## src/ethernet_receive_package.sv

```systemverilog
package ethernet_receive_package;

    // FCS and CRC width in bits
    localparam int crc_width = 32;

    typedef enum logic [1:0] {
        speed_10m     = 2'd0,
        speed_100m    = 2'd1,
        speed_gigabit = 2'd2
    } speed_t;

    // Byte from the PHY side with an edge flag on first and last byte
    typedef struct packed {
        logic       frame_edge;
        logic [7:0] value;
    } phy_byte_t;

    // Payload byte into the CRC engine
    typedef struct packed {
        logic       valid;
        logic       last;
        logic [7:0] value;
    } crc_byte_t;

    // Broadcast write to the slot buffers
    typedef struct packed {
        logic       valid;
        logic       start;
        logic [7:0] value;
    } slot_write_t;

endpackage

```

## src/ethernet_crc32.sv

```systemverilog
`timescale 1ns/1ns

module ethernet_crc32 (
    input  logic                                           clock,
    input  logic                                           reset_n,
    input  ethernet_receive_package::crc_byte_t            crc_byte,
    output logic [ethernet_receive_package::crc_width-1:0] crc_result,
    output logic                                           crc_result_valid
);

    localparam int width = ethernet_receive_package::crc_width;
    // Reflected form of 04C11DB7
    localparam logic [width-1:0] polynomial = 32'hEDB88320;

    logic [width-1:0] crc_state;
    logic [width-1:0] crc_update;
    logic [width-1:0] crc_final;
    logic [width-1:0] crc_inverted;

    // One byte with the LSB first
    always_comb begin
        crc_update = crc_state ^ width'(crc_byte.value);
        for (int bit_index = 0; bit_index < 8; bit_index++) begin
            if (crc_update[0]) begin
                crc_update = (crc_update >> 1) ^ polynomial;
            end else begin
                crc_update = crc_update >> 1;
            end
        end
    end

    // A timeout close can carry last without a byte
    assign crc_final    = crc_byte.valid ? crc_update : crc_state;
    assign crc_inverted = ~crc_final;

    always_ff @(posedge clock or negedge reset_n) begin
        if (!reset_n) begin
            crc_state        <= '1;
            crc_result_valid <= 1'b0;
        end else begin
            crc_result_valid <= crc_byte.last;
            if (crc_byte.last) begin
                crc_state <= '1;
            end else if (crc_byte.valid) begin
                crc_state <= crc_update;
            end
        end
    end

    // Wire order with the first transmitted byte on top
    always_ff @(posedge clock) begin
        if (crc_byte.last) begin
            crc_result <= {<<8{crc_inverted}};
        end
    end

endmodule

```

## src/ethernet_packet_parser.sv

```systemverilog
`timescale 1ns/1ns

module ethernet_packet_parser #(
    parameter int receive_slots = 2
) (
    input  logic                                          clock,
    input  logic                                          reset_n,
    input  ethernet_receive_package::phy_byte_t           phy_byte,
    input  logic                                          data_enable,
    input  ethernet_receive_package::speed_t              speed,
    input  logic [receive_slots-1:0]                      slot_free,
    input  logic [ethernet_receive_package::crc_width-1:0] crc_result,
    input  logic                                          crc_result_valid,
    output logic                                          data_ready,
    output ethernet_receive_package::crc_byte_t           crc_byte,
    output ethernet_receive_package::slot_write_t         slot_write,
    output logic [receive_slots-1:0]                      slot_select,
    output logic [receive_slots-1:0]                      commit,
    output logic [receive_slots-1:0]                      discard,
    output logic [receive_slots-1:0]                      good_packet,
    output logic [receive_slots-1:0]                      bad_packet
);

    localparam int fcs_width = ethernet_receive_package::crc_width;
    // Five or more bytes seen, so the CRC has at least one payload byte
    localparam logic [2:0] frame_full = 3'd5;

    typedef enum logic [1:0] {
        state_idle,
        state_parse,
        state_check,
        state_drop
    } parser_state_t;

    parser_state_t                          state;
    parser_state_t                          state_next;
    logic [5:0]                             idle_count;
    logic [5:0]                             idle_count_next;
    logic [5:0]                             timeout_limit;
    logic                                   timed_out;
    logic [2:0]                             byte_count;
    logic [2:0]                             byte_count_next;
    logic [fcs_width-1:0]                   fcs_shift;
    logic [fcs_width-1:0]                   fcs_shift_next;
    logic [receive_slots-1:0]               free_pick;
    logic [receive_slots-1:0]               slot_select_next;
    logic [receive_slots-1:0]               good_next;
    logic [receive_slots-1:0]               bad_next;
    ethernet_receive_package::crc_byte_t    crc_byte_next;
    ethernet_receive_package::slot_write_t  slot_write_next;
    logic                                   data_ready_next;
    logic                                   accept;

    assign accept = data_enable && data_ready;

    assign commit  = good_packet;
    assign discard = bad_packet;

    always_comb begin
        case (speed)
            ethernet_receive_package::speed_gigabit: timeout_limit = 6'd1;
            ethernet_receive_package::speed_100m:    timeout_limit = 6'd4;
            default:                                 timeout_limit = 6'd40;
        endcase
    end

    assign timed_out = (idle_count == timeout_limit - 6'd1);

    // Highest-index free slot wins
    always_comb begin
        free_pick = '0;
        for (int i = 0; i < receive_slots; i++) begin
            if (slot_free[i]) begin
                free_pick    = '0;
                free_pick[i] = 1'b1;
            end
        end
    end

    ////////////////////////////////////////////////////////////////////////////
    // Frame FSM

    always_comb begin
        state_next       = state;
        idle_count_next  = idle_count;
        byte_count_next  = byte_count;
        fcs_shift_next   = fcs_shift;
        slot_select_next = slot_select;
        crc_byte_next    = '0;
        slot_write_next  = '0;
        good_next        = '0;
        bad_next         = '0;

        case (state)
            state_idle: begin
                idle_count_next = '0;
                if (accept && phy_byte.frame_edge) begin
                    if (|slot_free) begin
                        state_next            = state_parse;
                        slot_select_next      = free_pick;
                        byte_count_next       = 3'd1;
                        fcs_shift_next        = {fcs_shift[fcs_width-9:0], phy_byte.value};
                        slot_write_next.valid = 1'b1;
                        slot_write_next.start = 1'b1;
                        slot_write_next.value = phy_byte.value;
                    end else begin
                        state_next = state_drop;
                    end
                end
            end
            state_parse: begin
                if (accept) begin
                    idle_count_next       = '0;
                    fcs_shift_next        = {fcs_shift[fcs_width-9:0], phy_byte.value};
                    slot_write_next.valid = 1'b1;
                    slot_write_next.value = phy_byte.value;
                    // The FCS register doubles as the four-byte delay line
                    if (byte_count >= 3'd4) begin
                        crc_byte_next.valid = 1'b1;
                        crc_byte_next.value = fcs_shift[fcs_width-1:fcs_width-8];
                    end
                    if (byte_count != frame_full) begin
                        byte_count_next = byte_count + 3'd1;
                    end
                    if (phy_byte.frame_edge) begin
                        crc_byte_next.last = 1'b1;
                        state_next         = state_check;
                    end
                end else if (timed_out) begin
                    // Stalled frame ends at the last byte received
                    crc_byte_next.last = 1'b1;
                    state_next         = state_check;
                end else begin
                    idle_count_next = idle_count + 6'd1;
                end
            end
            state_check: begin
                if (crc_result_valid) begin
                    state_next = state_idle;
                    if (byte_count == frame_full && crc_result == fcs_shift) begin
                        good_next = slot_select;
                    end else begin
                        bad_next = slot_select;
                    end
                end
            end
            state_drop: begin
                if (accept) begin
                    idle_count_next = '0;
                    if (phy_byte.frame_edge) begin
                        state_next = state_idle;
                    end
                end else if (timed_out) begin
                    state_next = state_idle;
                end else begin
                    idle_count_next = idle_count + 6'd1;
                end
            end
            default: begin
                state_next = state_idle;
            end
        endcase

        // Hold the stream off while a verdict is outstanding
        data_ready_next = (state_next != state_check);
    end

    ////////////////////////////////////////////////////////////////////////////
    // Registers

    always_ff @(posedge clock or negedge reset_n) begin
        if (!reset_n) begin
            state       <= state_idle;
            idle_count  <= '0;
            byte_count  <= '0;
            slot_select <= '0;
            crc_byte    <= '0;
            slot_write  <= '0;
            good_packet <= '0;
            bad_packet  <= '0;
            data_ready  <= 1'b0;
        end else begin
            state       <= state_next;
            idle_count  <= idle_count_next;
            byte_count  <= byte_count_next;
            slot_select <= slot_select_next;
            crc_byte    <= crc_byte_next;
            slot_write  <= slot_write_next;
            good_packet <= good_next;
            bad_packet  <= bad_next;
            data_ready  <= data_ready_next;
        end
    end

    always_ff @(posedge clock) begin
        fcs_shift <= fcs_shift_next;
    end

endmodule

```

## src/receive_slot_buffer.sv

```systemverilog
`timescale 1ns/1ns

module receive_slot_buffer #(
    parameter int slot_depth = 64
) (
    input  logic                                  clock,
    input  logic                                  reset_n,
    input  ethernet_receive_package::slot_write_t slot_write,
    input  logic                                  selected,
    input  logic                                  commit,
    input  logic                                  discard,
    input  logic                                  read_strobe,
    output logic                                  free,
    output logic                                  pending,
    output logic [7:0]                            read_data,
    output logic                                  read_valid,
    output logic                                  read_last
);

    localparam int address_width = (slot_depth > 1) ? $clog2(slot_depth) : 1;
    localparam int count_width   = $clog2(slot_depth + 1);

    logic [7:0]               memory [slot_depth];
    logic [count_width-1:0]   write_count;
    logic [count_width-1:0]   stored_length;
    logic [address_width-1:0] write_address;
    logic [address_width-1:0] read_pointer;
    logic                     free_q;
    logic                     write_enable;
    logic                     read_enable;
    logic                     read_final;

    // Bytes past the slot depth are dropped
    assign write_enable  = selected && slot_write.valid
                           && (slot_write.start || write_count < count_width'(slot_depth));
    assign write_address = slot_write.start ? '0 : write_count[address_width-1:0];

    assign read_enable = read_strobe && pending;
    assign read_final  = (count_width'(read_pointer) + count_width'(1) == stored_length);

    // Released slot visible in the discard cycle
    assign free = free_q || discard;

    always_ff @(posedge clock) begin
        if (write_enable) begin
            memory[write_address] <= slot_write.value;
        end
        if (read_enable) begin
            read_data <= memory[read_pointer];
        end
    end

    always_ff @(posedge clock or negedge reset_n) begin
        if (!reset_n) begin
            write_count   <= '0;
            stored_length <= '0;
            read_pointer  <= '0;
            free_q        <= 1'b1;
            pending       <= 1'b0;
            read_valid    <= 1'b0;
            read_last     <= 1'b0;
        end else begin
            read_valid <= read_enable;
            read_last  <= read_enable && read_final;

            if (write_enable) begin
                write_count <= slot_write.start ? count_width'(1) : write_count + 1'b1;
            end
            if (selected && slot_write.valid && slot_write.start) begin
                free_q <= 1'b0;
            end

            if (commit) begin
                stored_length <= write_count;
                read_pointer  <= '0;
                pending       <= 1'b1;
            end
            if (discard) begin
                free_q <= 1'b1;
            end

            // Readout returns the slot to free after the last byte
            if (read_enable) begin
                read_pointer <= read_pointer + 1'b1;
                if (read_final) begin
                    pending <= 1'b0;
                    free_q  <= 1'b1;
                end
            end
        end
    end

endmodule

```

## src/ethernet_receiver.sv

```systemverilog
`timescale 1ns/1ns

module ethernet_receiver #(
    parameter int receive_slots = 2,
    parameter int slot_depth    = 64,
    localparam int select_width = (receive_slots > 1) ? $clog2(receive_slots) : 1
) (
    input  logic                                clock,
    input  logic                                reset_n,
    input  ethernet_receive_package::phy_byte_t phy_byte,
    input  logic                                data_enable,
    input  ethernet_receive_package::speed_t    speed,
    input  logic [select_width-1:0]             read_select,
    input  logic                                read_strobe,
    output logic                                data_ready,
    output logic [receive_slots-1:0]            good_packet,
    output logic [receive_slots-1:0]            bad_packet,
    output logic [receive_slots-1:0]            packet_pending,
    output logic [7:0]                          read_data,
    output logic                                read_valid,
    output logic                                read_last
);

    ethernet_receive_package::crc_byte_t            crc_byte;
    logic [ethernet_receive_package::crc_width-1:0] crc_result;
    logic                                           crc_result_valid;
    ethernet_receive_package::slot_write_t          slot_write;
    logic [receive_slots-1:0]                       slot_select;
    logic [receive_slots-1:0]                       commit;
    logic [receive_slots-1:0]                       discard;
    logic [receive_slots-1:0]                       slot_free;
    logic [7:0]                                     slot_read_data [receive_slots];
    logic [receive_slots-1:0]                       slot_read_valid;
    logic [receive_slots-1:0]                       slot_read_last;

    ethernet_packet_parser #(
        .receive_slots (receive_slots)
    ) parser (
        .clock            (clock),
        .reset_n          (reset_n),
        .phy_byte         (phy_byte),
        .data_enable      (data_enable),
        .speed            (speed),
        .slot_free        (slot_free),
        .crc_result       (crc_result),
        .crc_result_valid (crc_result_valid),
        .data_ready       (data_ready),
        .crc_byte         (crc_byte),
        .slot_write       (slot_write),
        .slot_select      (slot_select),
        .commit           (commit),
        .discard          (discard),
        .good_packet      (good_packet),
        .bad_packet       (bad_packet)
    );

    ethernet_crc32 crc (
        .clock            (clock),
        .reset_n          (reset_n),
        .crc_byte         (crc_byte),
        .crc_result       (crc_result),
        .crc_result_valid (crc_result_valid)
    );

    ////////////////////////////////////////////////////////////////////////////
    // Slot buffers

    for (genvar i = 0; i < receive_slots; i++) begin : slot
        receive_slot_buffer #(
            .slot_depth (slot_depth)
        ) buffer (
            .clock       (clock),
            .reset_n     (reset_n),
            .slot_write  (slot_write),
            .selected    (slot_select[i]),
            .commit      (commit[i]),
            .discard     (discard[i]),
            .read_strobe (read_strobe && read_select == select_width'(i)),
            .free        (slot_free[i]),
            .pending     (packet_pending[i]),
            .read_data   (slot_read_data[i]),
            .read_valid  (slot_read_valid[i]),
            .read_last   (slot_read_last[i])
        );
    end

    // Readout follows the selected slot
    always_comb begin
        read_data  = '0;
        read_valid = 1'b0;
        read_last  = 1'b0;
        for (int i = 0; i < receive_slots; i++) begin
            if (read_select == select_width'(i)) begin
                read_data  = slot_read_data[i];
                read_valid = slot_read_valid[i];
                read_last  = slot_read_last[i];
            end
        end
    end

endmodule

```

## config.mk

```make
export PLATFORM = sky130hd
export DESIGN_NAME = ethernet_receiver
export DESIGN_NICKNAME = d
export VERILOG_FILES = /design/src/ethernet_receive_package.sv /design/src/ethernet_crc32.sv /design/src/ethernet_packet_parser.sv /design/src/receive_slot_buffer.sv /design/src/ethernet_receiver.sv
export SDC_FILE = /design/constraint.sdc
export NUM_CORES = 1
export LEC_CHECK = 0
export CAP_MARGIN = 10
export CORE_MARGIN = 3
export CORE_UTILIZATION = 50
export CTS_CLUSTER_DIAMETER = 150
export DETAILED_ROUTE_END_ITERATION = 7
export DONT_BUFFER_PORTS = 1
export HOLD_SLACK_MARGIN = 0.08
export SLEW_MARGIN = 40
export SYNTH_ARGS = -nofsm -noshare
export SYNTH_HDL_FRONTEND = slang
export SYNTH_SLANG_ARGS = --single-unit
```

## constraint.sdc

```tcl
create_clock -name clock -period 3.3 [get_ports clock]
set_input_delay 0.33 -clock clock [delete_from_list [all_inputs] [get_ports clock]]
set_output_delay 0.33 -clock clock [all_outputs]
set_load 0.005 [all_outputs]
```

Word-level counts from Yosys, hierarchy flattened. Memory sizes are Yosys's and may differ from the RTL's. A register that Yosys moved wholly into a read port is not among the register bits. Index checks and enable logic that the tools add are counted. Widths: inputs -> output; s select.

Flip-flop bits (word level): 183. Bits in writable memories: 1024. Word-level logic and storage cells: 188. Memories kept: 2.

Add/sub/neg operators: 9. Magnitude comparators: 3. Eq/ne operators: 17. Muxes and demuxes: 85. Bitwise operators: 11. Reductions and logical operators: 30.

Memory list: slot[0].buffer.memory (depth 64, bits a word 8, rd ports 1, clocked after memory_dff 1, wr ports 1, line receive_slot_buffer.sv:23) `logic [7:0] memory [slot_depth];`; slot[1].buffer.memory (depth 64, bits a word 8, rd ports 1, clocked after memory_dff 1, wr ports 1, line receive_slot_buffer.sv:23).

Operator list (number): $mux 32 (13); $not 13->14 (8); $pmux 32 s2 (1); $mux 6 (8); $eq 32x32->1 (1); $mux 2 (16); $mux 8 (4); $not 32->32 (1); $xor 32x8->32 (1); $mux 10 (3); $mux 1 (28); $pmux 6 s2 (2); $add 6x1->6 const B (3); $pmux 8 s2 (1); $logic_and 1x1->1 (15); $add 6x1->7 const B (2); $add 7x1->7 const B (2); $eq 7x7->1 (2); $lt 7x7->1 const B (2); $mux 7 (2); $mux 3 (4); $ne 2x1->1 const B (4); $pmux 2 s4 (1); $reduce_bool 2->1 (4); 19 further kinds (27).

Longest topological paths before layout.
Word-level depth: 19. Mapped depth: 9. Gate-level depth less buffers: 8.

Modules after synthesis. Synthesis repeated with hierarchy kept, for this count alone.

Cell total of the unflattened synthesis: 2494. Area, all modules: 49064.6 µm².

Modules (own cells, without submodules): receive_slot_buffer at slot[1].buffer (instances 1, cells an instance 1029, area each 21331.7 µm², seq. area each 16216.8 µm²); receive_slot_buffer at slot[0].buffer (instances 1, cells an instance 1020, area each 21328.0 µm², seq. area each 16216.8 µm²); ethernet_crc32 (instances 1, cells an instance 207, area each 3300.7 µm², seq. area each 1826.8 µm²); ethernet_packet_parser (instances 1, cells an instance 225, area each 2934.1 µm², seq. area each 1911.8 µm²); ethernet_receiver (instances 1, cells an instance 13, area each 170.2 µm², seq. area each 0.0 µm²).

Worst setup path after synthesis. OpenSTA, ideal clock, no wires.

Kind: register -> register. From: reg parser.state[0]. To: reg parser.fcs_shift[0] (enable). Arrival time: 2.364 ns. Data required time: 2.867 ns. Setup slack: 0.503 ns. Stages on the path, launching flop included: 5. Cells stage by stage: dfrtp_1 -> clkbuf_1 -> nor2_1 -> nand2_1 -> o22ai_1.

Cells in the longest elaborated chain, start to end: 3. Elaborated cells on any way between the ends: 7. Those cells by class: eq/ne (4); reduce/logical (3).

RTL lines: start, declared (line ethernet_packet_parser.sv:35) `parser_state_t state;`; start signal, assigned (line ethernet_packet_parser.sv:173) `state <= state_idle;`; start signal, assigned (line ethernet_packet_parser.sv:183) `state <= state_next;`; $eq 2x1->1 / $logic_not 2->1 (equally long branches) (line ethernet_packet_parser.sv:94) `case (state)`; $ne 2x1->1 (no source line) / $reduce_bool 2->1 (equally long branches); $reduce_and 4->1 (no source line) *; end signal, assigned (line ethernet_packet_parser.sv:196) `fcs_shift <= fcs_shift_next;`; end, declared (line ethernet_packet_parser.sv:43) `logic [fcs_width-1:0] fcs_shift;`.

Every way passes the cells marked *; elsewhere a longest branch is shown, timed or not. A chain may end at the register's enable or synchronous reset.

==> reports/results.ini <==
[pwr]
ir_drop_uv = 570
p_leak_nw = 18.4
power.total_mw = 42.6
p_per_area_nw_per_um2 = 766

[logic_synthesis]
synth_top_area_share = 0.679
synth_mux_area_frac = 0.156
avgSynthCellArea_um2 = 19.7
synth.area.top_cells = edfxtp_1 (68%), mux4_2 (13%), dfrtp_1 (4.4%)
synthAdderAreaFrac = 0.00205
async_reset_ff_frac = 0.0973
seq_area_frac_synth = 0.741
synthesis.area_um2 = 48800
yosys_warnings = 0
yosys.area_share.simple = 0.0415
ys_ff_latch = 1223
synth_edf_count = 1104
yosysTopAreaCell = edfxtp_1
synthFlopType = edfxtp_1
post_synth_num_cell_types = 61
synth_xor_area_frac = 0.0237
synth_top_family_by_area = multiplexers
syn_nets = 2498
synth_compound_area_frac = 0.0198
synth_cells = 2474

[setup_path]
crit_path_max_fanout = 19
cp-end-kind = flip-flop
cpPeakStageDelay_ps = 660
rr_startpoint = slot[0].buffer.read_pointer[0]
crit_chain = buf_4, mux4_2, nor2b_1, a211oi_1, a21oi_1, o221ai_1, nand2_1
critPathBufInv = 1
critPathTopFamily = compound AO/OA/AOI/OAI gates
cpMaxStageDelayCell = dfrtp_4
path_class = flip-flop to flip-flop
setup.worst_path.start = slot[0].buffer.read_pointer[0]
cp_data_required_time_ps = 3720
worst_ep_arrival_time_ps = 3390
startpoint_type = flip-flop

[run_status]
status = complete, no violations

[layout]
multiInputGateArea_um2 = 11900
fill_cells = 7073
drive_above_1_share = 0.267
layout_commonest_cell = edfxtp_1
nNetsFinal = 2709
areaGrowthSynthToFinish_pct = 14.1
regArea_um2 = 36200
final_cell_mix = edfxtp_1 (1,104), mux4_2 (275), buf_4 (166)

[timing]
fmaxAchievable_mhz = 337
post-route-period-util = 0.898
grt_setup_unrepaired = no
hold_violations = 0
skew_ps = 29.2
worst_pin_slew_ps = 842
period_minus_slack_ps = 2960
slew_violations = 0
setup_violations = 0
timing.hold.ws_ps = 169
max-slew-margin-rel = 0.438
fin_tns_setup_ps = 0

[global_routing]
antenna_found_initial = 1
overflow = 0
grt_pass1_wl_mm = 168
first_global_vias = 24900
grt_usage = 0.223
grt_max_degree = 129

[drt]
dr.pass1.iters = 6
routed_wl_mm = 111
ant_nets = 0
post_drt_wl_per_cell_um = 27.5
vias_per_cell = 5.97
drt_iter0_drc = 2791
num_vias = 24200
drc = 0

[die]
design.core.area_um2 = 95900
die_area_um2 = 101000
start_util = 0.509
io_pins = 33
core.rowCount = 113
die_y_um = 318
die_width_um = 318

[clocking]
htree_num_levels = 4
clockBufferDepth = 3
numCtsBuffers = 130
cts_tree = built
cts.root.buffer_cell = clkbuf_16
clock_latency_ps = 710
cts-resized-gates = 0
post_cts_buffers = 0
clock_sinks = 1223
clk_pin_slew_ps = 60

[job]
drv.max_cap_violation_count = 0

[placement]
port_buffers = 0
gp_congestion = 0.821
dpl.hpwl_mm = 70.0

[hold_path]
hold_path_class = input pin to flip-flop
min_from = read_select

[registers in the layout (all words and copies together), names as in the netlist, 12 cells and up]
register,cells
parser.fcs_shift,32
slot.buffer.read_data,16
slot.buffer.read_pointer,12
slot.buffer.stored_length,14
slot.buffer.write_count,14
slot.buffer.memory,1024
crc.crc_result,32
crc.crc_state,32
[worst paths after layout]
path / slack, ps / to / depth (start not counted)
min in group asynchronous: 280 / parser.slot_write[0] / 2
worst min register to register: 470 / parser.fcs_shift[27] / 0
worst min-delay path: 170 / slot[0].buffer.read_pointer[0] / 2
worst max-delay path: 340 / slot[0].buffer.read_data[5] / 7
worst max register to register: 340 / slot[0].buffer.read_data[5] / 7
max in group asynchronous: 2510 / parser.slot_write[1] / 2
[timing repair]
item                                    in CTS  in global routing
endpoints found under the hold margin      146                  0
endpoints found under the setup margin       0                  0
hold buffers                                15                  0
[report_power, final]
group	total [mW]	leakage [nW]	internal (mW)	switching, mW
logic	9.85	4.66	4.71	5.14
clock network	13.8	1.98	8.08	5.76
registers	19.0	11.8	18.0	0.948
[metal layers]
| layer | track usage | share of wire | wire (um) | up-vias |
|---|---|---|---|---|
| li1 | - | - | - | 10400 |
| met3 | 0.0494 | 0.076 | 8490 | 138 |
| met4 | 0.0503 | 0.016 | 1770 | 0 |
| met2 | 0.338 | 0.47 | 52100 | 869 |
| met1 | 0.336 | 0.44 | 48800 | 12800 |
| met5 | 0 | 0 | 0 | - |
[cell usage after synthesis, drive strengths merged, types with 3 or more instances]
master	number
mux2i	95
nor3	14
edfxtp	1104
o221ai	6
or3	6
nor2	169
nand4	13
a22oi	15
a221oi	10
nand4b	3
mux2	33
o211ai	6
a211oi	11
nor2b	25
and3	13
nand3b	6
o31ai	6
xnor2	72
nand2b	34
nor4	10
inv	10
a21oi	32
ha	8
nand2	74
o21ai	49
dfrtp	85
buf	78
nand3	32
and2	14
mux4	279
xor2	54
dfstp	34
clkbuf	46
[worst register-to-register path: stages (launching register included)]
cell      delay (ps)
dfrtp_4          660
buf_4            450
mux4_2           540
nor2b_1          140
a211oi_1         220
a21oi_1           80
o221ai_1         470
nand2_1          110
[stage by stage]
step	utilization	std cells	worst slack, ps	area [um2]
6_report	0.581	4050	335	55700
5_1_grt	0.581	4049	118	55700
4_1_cts	0.580	4047	312	55600
3_5_place_dp	0.536	3801	358	51400
3_3_place_gp	0.535	3796	373	51300
2_1_floorplan	-	2474	503	48800
[logic make-up (layout without fill, tap and decap cells)]
kind of cell,after synthesis,in the layout
and+or+nand+nor,424,424
DFF,1223,1223
adders and majority gates,8,8
other,0,1
AOI/OAI and AO/OA,151,151
buffers and inverters,135,445
xor gates and xnor gates,126,126
muxes,407,407
[layout make-up]
class                           count  area share
Inverter                           11    0.000742
Clock inverter                     57     0.00683
Clock buffer                      174      0.0658
Sequential cell                  1223       0.651
Timing Repair Buffer              203      0.0333
Antenna cell                        1   0.0000450
Multi-Input combinational cell   1116       0.214
Tap cell                         1265      0.0284
Note: power is estimated with default switching activity, not from simulation.
